$ cat src/include/moxie_consts.svh
/* Width constants shared by the execute stage packages and RTL.
   Values are fixed for the 32-bit core and are not meant to be overridden per build. */
`ifndef MOXIE_CONSTS_SVH
`define MOXIE_CONSTS_SVH

// Data path and address width
`define MOXIE_XLEN 32
`define MOXIE_REG_IDX_W 4
`define MOXIE_OP_W 6
`define MOXIE_OFFSET_W 10
// Added to the pc when forming a pc-relative branch target
`define MOXIE_INSN_BYTES 2
`define MOXIE_SHAMT_W 5

`endif

$ cat src/hdl/moxie_isa_pkg.sv
/* Instruction set types. Opcodes are the stage's internal 6-bit encoding,
   so the decoder has to map the long and branch formats onto these values. */
`include "moxie_consts.svh"

package moxie_isa_pkg;

  // Values follow the form-1 encoding where one exists
  typedef enum logic [`MOXIE_OP_W-1:0] {
    OP_LDI_L = 6'h01,
    OP_MOV   = 6'h02,
    OP_ADD_L = 6'h05,
    OP_LDA_L = 6'h08,
    OP_STA_L = 6'h09,
    OP_LD_L  = 6'h0a,
    OP_LDO_L = 6'h0c,
    OP_CMP   = 6'h0e,
    OP_NOP   = 6'h0f,
    OP_JMPA  = 6'h1a,
    OP_JMP   = 6'h25,
    OP_AND   = 6'h26,
    OP_LSHR  = 6'h27,
    OP_ASHL  = 6'h28,
    OP_SUB_L = 6'h29,
    OP_NEG   = 6'h2a,
    OP_OR    = 6'h2b,
    OP_NOT   = 6'h2c,
    OP_ASHR  = 6'h2d,
    OP_XOR   = 6'h2e,
    // Conditional pc-relative branches
    OP_BEQ   = 6'h30,
    OP_BNE   = 6'h31,
    OP_BLT   = 6'h32,
    OP_BGT   = 6'h33,
    OP_BLTU  = 6'h34,
    OP_BGTU  = 6'h35,
    OP_BGE   = 6'h36,
    OP_BLE   = 6'h37,
    OP_BGEU  = 6'h38,
    OP_BLEU  = 6'h39,
    OP_INC   = 6'h3a,
    OP_DEC   = 6'h3b
  } opcode_e;

  // Flags written by cmp, signed and unsigned orderings of reg_a against reg_b
  typedef struct packed {
    logic eq;
    logic lt;
    logic gt;
    logic ltu;
    logic gtu;
  } cc_flags_t;

endpackage

$ cat src/hdl/exec_pkg.sv
/* Packet types of the execute stage. The request carries operands already read
   from the register file, so the stage itself has no register file access. */
`include "moxie_consts.svh"

package exec_pkg;

  // One instruction as handed over by decode
  typedef struct packed {
    moxie_isa_pkg::opcode_e           op;
    logic [`MOXIE_XLEN-1:0]           reg_a;
    logic [`MOXIE_XLEN-1:0]           reg_b;
    logic [`MOXIE_REG_IDX_W-1:0]      idx_a;
    logic [`MOXIE_REG_IDX_W-1:0]      idx_b;
    logic [`MOXIE_XLEN-1:0]           operand;
    logic [`MOXIE_OFFSET_W-1:0]       pcrel_offset;
    logic [`MOXIE_XLEN-1:0]           pc;
  } exec_req_t;

  // Register write-back and memory request
  typedef struct packed {
    logic                             wr_en;
    logic [`MOXIE_REG_IDX_W-1:0]      wr_idx;
    logic [`MOXIE_XLEN-1:0]           wr_data;
    logic                             mem_rd;
    logic                             mem_wr;
    logic [`MOXIE_XLEN-1:0]           mem_addr;
    logic [`MOXIE_XLEN-1:0]           mem_data;
  } exec_res_t;

  typedef struct packed {
    logic                             taken;
    logic [`MOXIE_XLEN-1:0]           target;
  } exec_branch_t;

  // Result packet returned downstream
  typedef struct packed {
    exec_res_t                        res;
    exec_branch_t                     branch;
    logic [`MOXIE_XLEN-1:0]           pc;
  } exec_rsp_t;

endpackage

$ cat src/hdl/exec_datapath.sv
/* Purely combinational. Only word loads and stores are generated, and any
   opcode not decoded here gives no write and no memory request. */
`include "moxie_consts.svh"

module exec_datapath (
  input  exec_pkg::exec_req_t req_i,
  output exec_pkg::exec_res_t res_o
);

  import moxie_isa_pkg::*;

  logic [`MOXIE_SHAMT_W-1:0] shamt;
  logic [`MOXIE_XLEN-1:0]    incdec;
  logic                      wr_en;
  logic [`MOXIE_XLEN-1:0]    wr_data;
  logic                      mem_rd;
  logic                      mem_wr;
  logic [`MOXIE_XLEN-1:0]    mem_addr;
  logic [`MOXIE_XLEN-1:0]    mem_data;

  // Only the low bits of reg_b count as shift amount
  assign shamt  = req_i.reg_b[`MOXIE_SHAMT_W-1:0];
  // inc and dec take their 8-bit constant from the offset field
  assign incdec = {{(`MOXIE_XLEN-8){1'b0}}, req_i.pcrel_offset[7:0]};

  always_comb
  begin
    wr_en = 1'b1;
    case (req_i.op)
      OP_ADD_L: wr_data = req_i.reg_a + req_i.reg_b;
      OP_SUB_L: wr_data = req_i.reg_a - req_i.reg_b;
      OP_AND:   wr_data = req_i.reg_a & req_i.reg_b;
      OP_OR:    wr_data = req_i.reg_a | req_i.reg_b;
      OP_XOR:   wr_data = req_i.reg_a ^ req_i.reg_b;
      OP_ASHL:  wr_data = req_i.reg_a << shamt;
      OP_ASHR:  wr_data = $signed(req_i.reg_a) >>> shamt;
      OP_LSHR:  wr_data = req_i.reg_a >> shamt;
      OP_NEG:   wr_data = -req_i.reg_b;
      OP_NOT:   wr_data = ~req_i.reg_b;
      OP_MOV:   wr_data = req_i.reg_b;
      OP_INC:   wr_data = req_i.reg_a + incdec;
      OP_DEC:   wr_data = req_i.reg_a - incdec;
      OP_LDI_L: wr_data = req_i.operand;
      default:
      begin
        wr_en   = 1'b0;
        wr_data = '0;
      end
    endcase
  end

  always_comb
  begin
    mem_rd   = 1'b0;
    mem_wr   = 1'b0;
    mem_addr = '0;
    mem_data = '0;
    case (req_i.op)
      OP_LD_L:
      begin
        mem_rd   = 1'b1;
        mem_addr = req_i.reg_b;
      end
      OP_LDA_L:
      begin
        mem_rd   = 1'b1;
        mem_addr = req_i.operand;
      end
      OP_LDO_L:
      begin
        mem_rd   = 1'b1;
        mem_addr = req_i.operand + req_i.reg_b;
      end
      OP_STA_L:
      begin
        mem_wr   = 1'b1;
        mem_addr = req_i.operand;
        mem_data = req_i.reg_a;
      end
      default: ;
    endcase
  end

  assign res_o = '{wr_en: wr_en, wr_idx: req_i.idx_a, wr_data: wr_data,
                   mem_rd: mem_rd, mem_wr: mem_wr, mem_addr: mem_addr,
                   mem_data: mem_data};

endmodule

$ cat src/hdl/exec_branch.sv
/* Flags are written only when commit_i is high for a cmp, so branches read the
   flags of the last committed cmp. Offsets are zero-extended, backward branches need jmp. */
`include "moxie_consts.svh"

module exec_branch (
  input  logic                   clk_i,
  input  logic                   rst_i,
  input  logic                   commit_i,
  input  exec_pkg::exec_req_t    req_i,
  output exec_pkg::exec_branch_t branch_o
);

  import moxie_isa_pkg::*;

  cc_flags_t              cc_q;
  cc_flags_t              cc_new;
  logic                   cond;
  logic [`MOXIE_XLEN-1:0] pcrel_target;

  assign cc_new.eq  = req_i.reg_a == req_i.reg_b;
  assign cc_new.lt  = $signed(req_i.reg_a) < $signed(req_i.reg_b);
  assign cc_new.gt  = $signed(req_i.reg_a) > $signed(req_i.reg_b);
  assign cc_new.ltu = req_i.reg_a < req_i.reg_b;
  assign cc_new.gtu = req_i.reg_a > req_i.reg_b;

  always_ff @(posedge clk_i or posedge rst_i)
  begin
    if (rst_i)
      cc_q <= '0;
    else if (commit_i && req_i.op == OP_CMP)
      cc_q <= cc_new;
  end

  // Offset counts half-words past the end of the branch instruction
  assign pcrel_target = req_i.pc
                      + {{(`MOXIE_XLEN-`MOXIE_OFFSET_W-1){1'b0}}, req_i.pcrel_offset, 1'b0}
                      + `MOXIE_XLEN'(`MOXIE_INSN_BYTES);

  always_comb
  begin
    cond            = 1'b0;
    branch_o.target = pcrel_target;
    case (req_i.op)
      OP_BEQ:  cond = cc_q.eq;
      OP_BNE:  cond = ~cc_q.eq;
      OP_BLT:  cond = cc_q.lt;
      OP_BLTU: cond = cc_q.ltu;
      OP_BGT:  cond = cc_q.gt;
      OP_BGTU: cond = cc_q.gtu;
      OP_BLE:  cond = cc_q.eq | cc_q.lt;
      OP_BGE:  cond = cc_q.eq | cc_q.gt;
      OP_BLEU: cond = cc_q.eq | cc_q.ltu;
      OP_BGEU: cond = cc_q.eq | cc_q.gtu;
      OP_JMP:
      begin
        cond            = 1'b1;
        branch_o.target = req_i.reg_a;
      end
      OP_JMPA:
      begin
        cond            = 1'b1;
        branch_o.target = req_i.operand;
      end
      default: branch_o.target = '0;
    endcase
    branch_o.taken = cond;
  end

endmodule

$ cat src/hdl/exec_retire.sv
/* One-entry output register, so a new instruction is taken only when the slot is
   free or drains in the same cycle. The instruction after a taken branch is dropped. */
`include "moxie_consts.svh"

module exec_retire (
  input  logic                   clk_i,
  input  logic                   rst_i,
  input  logic                   in_valid_i,
  output logic                   in_ready_o,
  input  exec_pkg::exec_res_t    res_i,
  input  exec_pkg::exec_branch_t branch_i,
  input  logic [`MOXIE_XLEN-1:0] pc_i,
  output logic                   commit_o,
  output logic                   out_valid_o,
  input  logic                   out_ready_i,
  output exec_pkg::exec_rsp_t    out_rsp_o
);

  import exec_pkg::*;

  logic      out_valid_q;
  logic      squash_q;
  logic      accept;
  exec_rsp_t rsp_q;

  assign in_ready_o = ~out_valid_q | out_ready_i;
  assign accept     = in_valid_i & in_ready_o;
  // A squashed instruction is still accepted, it just leaves no trace
  assign commit_o   = accept & ~squash_q;

  always_ff @(posedge clk_i or posedge rst_i)
  begin
    if (rst_i)
    begin
      out_valid_q <= 1'b0;
      squash_q    <= 1'b0;
    end
    else
    begin
      if (accept)
        squash_q <= commit_o & branch_i.taken;
      out_valid_q <= commit_o | (out_valid_q & ~out_ready_i);
    end
  end

  // Payload only, qualified by out_valid_q
  always_ff @(posedge clk_i)
  begin
    if (commit_o)
      rsp_q <= '{res: res_i, branch: branch_i, pc: pc_i};
  end

  assign out_valid_o = out_valid_q;
  assign out_rsp_o   = rsp_q;

endmodule

$ cat src/hdl/exec_stage.sv
/* Execute stage top. One result register, so at most one instruction is in flight
   and a committed instruction shows up on out_rsp_o one cycle after acceptance. */
module exec_stage (
  input  logic                clk_i,
  input  logic                rst_i,
  input  logic                in_valid_i,
  output logic                in_ready_o,
  input  exec_pkg::exec_req_t in_req_i,
  output logic                out_valid_o,
  input  logic                out_ready_i,
  output exec_pkg::exec_rsp_t out_rsp_o
);

  import exec_pkg::*;

  exec_res_t    res;
  exec_branch_t branch;
  logic         commit;

  exec_datapath u_datapath (
    .req_i (in_req_i),
    .res_o (res)
  );

  // Condition codes advance only on committed cmp instructions
  exec_branch u_branch (
    .clk_i    (clk_i),
    .rst_i    (rst_i),
    .commit_i (commit),
    .req_i    (in_req_i),
    .branch_o (branch)
  );

  exec_retire u_retire (
    .clk_i       (clk_i),
    .rst_i       (rst_i),
    .in_valid_i  (in_valid_i),
    .in_ready_o  (in_ready_o),
    .res_i       (res),
    .branch_i    (branch),
    .pc_i        (in_req_i.pc),
    .commit_o    (commit),
    .out_valid_o (out_valid_o),
    .out_ready_i (out_ready_i),
    .out_rsp_o   (out_rsp_o)
  );

endmodule

$ cat config.mk
export PLATFORM = sky130hd
export DESIGN_NAME = exec_stage
export DESIGN_NICKNAME = d
export VERILOG_FILES = /design/src/hdl/moxie_isa_pkg.sv /design/src/hdl/exec_pkg.sv /design/src/hdl/exec_datapath.sv /design/src/hdl/exec_branch.sv /design/src/hdl/exec_retire.sv /design/src/hdl/exec_stage.sv
export VERILOG_INCLUDE_DIRS = /design/src /design/src/include
export SDC_FILE = /design/constraint.sdc
export NUM_CORES = 1
export LEC_CHECK = 0
export ABC_AREA = 1
export BUFFER_PORTS_ARGS = -buffer_cell sky130_fd_sc_hd__buf_2
export CORE_ASPECT_RATIO = 0.9
export CORE_MARGIN = 2
export CORE_UTILIZATION = 40
export CTS_BUF_LIST = sky130_fd_sc_hd__clkbuf_4 sky130_fd_sc_hd__clkbuf_8
export DETAILED_ROUTE_END_ITERATION = 16
export SLEW_MARGIN = 20
export SYNTH_ARGS = -nofsm -noshare
export SYNTH_HDL_FRONTEND = slang
export SYNTH_SLANG_ARGS = --single-unit
$ cat constraint.sdc
create_clock -name clk_i -period 11.1 [get_ports clk_i]
set_input_delay 0.555 -clock clk_i [delete_from_list [all_inputs] [get_ports clk_i]]
set_output_delay 0.555 -clock clk_i [all_outputs]
set_load 0.1 [all_outputs]
==> out/metrics.yaml <==
holdPathStages: 1
drt-met1-wl_mm: 51.8
grt_pass1_wl_mm: 168
fp.dieH_um: 225
wl_per_cell_um: 27.6
cp_max_fo: 66
crit_path_top_delay_cell: "buf_4"
hp-class: "input port to flop"
tightest_slew_ps: 1130
max-cap-violations: 0
synth_top_area_share_pct: 23.3
drc: 0
portBuffers: 321
wl_met3_mm: 14.8
area_growth_pct: 12.3
highest-signal-layer: "met5"
viasPerCell: 5.98
crit_required_ps: 11410
worst_r2r_path_depth: 6
die-area_um2: 56100
drt_iter0_drc: 3798
cp-start-kind: "input port"
cp_top_family: "simple AND/OR/NAND/NOR gates"
antenna_found_initial: 9
ys_seq_area_share_pct: 24.1
rows: 80
setup_violations: 0
grt_start_max_net_pins: 70
holdPathEnd: "u_retire.out_rsp_o[164]"
ys_types: 62
io_pins: 326
period_needed_ps: 4880
sw_frac_of_total_pct: 53.4
worstPathBufferInverterCount: 4
clkPwrFrac_pct: 19.6
synth_warnings: 0
cpMostUsedCell: "nor2_1"
combPwrFrac_pct: 49.9
power_switching_mw: 1.43
totalWireLength_mm: 120
slew_violations: 0
cts_setup_buffers: 0
n_fill_cell: 5917
core-area_um2: 53300
utilization_pct: 45.7
stdcell_area_um2: 24300
arrival_ps: 5180
powerDensity_nw_per_um2: 110
crit_path_max_incr_delay_ps: 550
rsz0062_at_grt: "false"
postRouteAntennaNets: 0
synthCells: 3357
ys.flop_type: "edfxtp_1"
fin_crit_sh_pct: 43.9
ir_drop_v: 0.0000880
synth_largest_area_cell: "edfxtp_1"
register_area_um2: 5220
synth_edf_count: 168
clock.fmax_ghz: 0.205
cts_resized: 0
clkTransAtPathRegs_ps: 120
ys_top_cells_by_area: "edfxtp_1 23%, nand2_1 16%, ha_1 11%, nand3_1 7.8%, inv_1 6.2%"
clk-insertion-delay-late_ps: 610
dp_hpwl_mm: 96.6
p_leak_nw: 11.8
seq_power_share_pct: 30.5
place_congestion: 1.07
initial_utilization_pct: 40.7
synth_area_um2: 21700
grt_overflow_total: 0
cts_sinks: 175
cts_tree: "built"
place_area_um2: 23900
p_int_mw: 1.25
outcome: "complete, no violations"
avgSynthCellArea_um2: 6.46
cts_buffers: 17
synthArstFlopShare_pct: 4.00
fp.dieW_um: 249
synth_nets: 3701
vias: 25900
worstSetupPathType: "input port to flop"
drive_gt1_share_pct: 13.7
slew_headroom_pct: 24.1
grt_pass1_vias: 23162
clock_skew_ps: 30.2
reg2reg_from: "u_retire.out_valid_o"
multiInputGateArea_um2: 14500
rr_endpoint: "u_retire.out_rsp_o[74]"
worstSetupEndpointType: "flop"
hold_viol_final: 0
cts_max_path_buffers: 2
worstHoldStart: "in_req_i[79]"
first_pass_iters: 7
ys_ff_latch: 175
cts.hold.buffers_added: 1
fin_tns_setup_ps: 0
track_usage_pct: 41.9
dr_wl_met2_mm: 47.7
reg2reg_slack_ps: 7940
clockRootBuffer: "clkbuf_8"
htree_levels: 4
nets: 3964
crit_chain: "buf_2 > inv_2 > buf_4 > ha_1 > inv_1 > nor2_2 > nand2_1 > nor2_1 > nand2_1 > xor2_1 > o21ai_0 > ha_1 > a21oi_1 > o21ai_0 > a21oi_1 > nor2_1 > nor2_1 > nand3b_1 > nand3_1 > nand3_1"
-- power by group through the flow --
| stage | Clock [mW] | Combinational [mW] | Sequential (mW) |
|---|---|---|---|
| 2_1_floorplan | 0 | 0.515 | 1.26 |
| 3_3_place_gp | 0 | 1.30 | 0.830 |
| 3_5_place_dp | 0 | 1.29 | 0.831 |
| 4_1_cts | 0.535 | 1.30 | 0.816 |
| 5_1_grt | 0.551 | 1.40 | 0.821 |
| 6_report | 0.524 | 1.33 | 0.815 |
-- per-stage QoR --
stage | hold WS [ps] | worst slack (ps) | power, mW | cells
global placement | 497 | 5970 | 2.13 | 4296
detailed placement | 495 | 5960 | 2.13 | 4296
finish | 138 | 6220 | 2.67 | 4334
floorplan | 358 | 816 | 1.77 | 3357
CTS | 85.8 | 6590 | 2.65 | 4329
global route | 117 | 6160 | 2.78 | 4330
-- registers in the layout, summed over array words and instances, names as in the netlist --
register / flops
u_retire.squash_q: 1
u_retire.out_rsp_o: 168
u_retire.out_valid_o: 1
u_branch.cc_q: 5
-- cell families (layout without fill, tap and decap cells) --
| group | count (synthesis) | count (layout) | synth area share, % |
|---|---|---|---|
| simple gates | 1817 | 1817 | 36.5 |
| compound gates | 649 | 649 | 17.8 |
| buf+inv | 487 | 763 | 8.97 |
| fa+ha+maj | 188 | 188 | 11.0 |
| flops | 175 | 175 | 24.1 |
| xor+xnor | 37 | 37 | 1.49 |
| mux | 4 | 4 | 0.185 |
| other cells | 0 | 4 | 0 |
-- cell type report --
class / count / share of cell area [%]
clock inverter: 15 / 0.853
tap: 697 / 3.58
multi-input combinational: 2695 / 59.7
sequential: 175 / 21.4
timing repair buffer: 349 / 7.52
clock buffer: 17 / 0.961
antenna: 4 / 0.0411
inverter: 382 / 5.90
-- cells in the mapped netlist, types with 6 or more instances --
master,count
a21o_1,16
a21oi_1,211
a22oi_1,15
buf_1,12
buf_2,38
buf_4,10
clkbuf_1,41
dfrtp_1,7
edfxtp_1,168
ha_1,184
inv_1,356
inv_2,24
nand2_1,930
nand2_2,11
nand3_1,336
nand3_2,12
nand3b_1,14
nand4_1,66
nor2_1,317
nor2_2,14
nor2_4,6
nor3_1,51
nor4_1,17
o211ai_1,35
o21a_1,14
o21ai_0,204
o21ai_1,15
o21bai_1,21
o221ai_1,30
o221ai_2,7
o22ai_1,51
or2_2,30
xnor2_1,9
xor2_1,28
-- layer usage --
layer | GRT usage (%) | vias up
met5 | 0 | -
met4 | 18.2 | 8
met3 | 12.9 | 237
met2 | 59.0 | 1490
met1 | 58.5 | 12201
li1 | - | 11964
-- layout by cell type (no fill, tap or decap), types with 9 or more instances in the layout --
cell type    n
nand2_1    930
inv_1      355
nand3_1    336
buf_2      321
nor2_1     315
a21oi_1    211
o21ai_0    204
ha_1       184
edfxtp_1   168
nand4_1     66
nor3_1      51
o22ai_1     51
o211ai_1    35
or2_2       30
o221ai_1    30
xor2_1      28
buf_4       26
inv_2       25
o21bai_1    21
nor4_1      17
clkbuf_8    17
a21o_1      16
nor2_2      15
o21ai_1     15
a22oi_1     15
o21a_1      14
nand3b_1    14
nand3_2     12
nand2_2     11
xnor2_1      9
-- how the worst max path moves through the flow --
stage / startpoint / to / cells past startpoint
after global placement: in_req_i[83] / u_retire.out_rsp_o[158] / 20
final: in_req_i[83] / u_retire.out_rsp_o[158] / 20
after CTS: in_req_i[83] / u_retire.out_rsp_o[158] / 20
after floorplan: u_retire.out_valid_o / u_branch.cc_q[2] / 8
after global routing: in_req_i[83] / u_retire.out_rsp_o[158] / 20
after detailed placement: in_req_i[83] / u_retire.out_rsp_o[158] / 20
No activity file was read; power rests on OpenSTA's default activity.
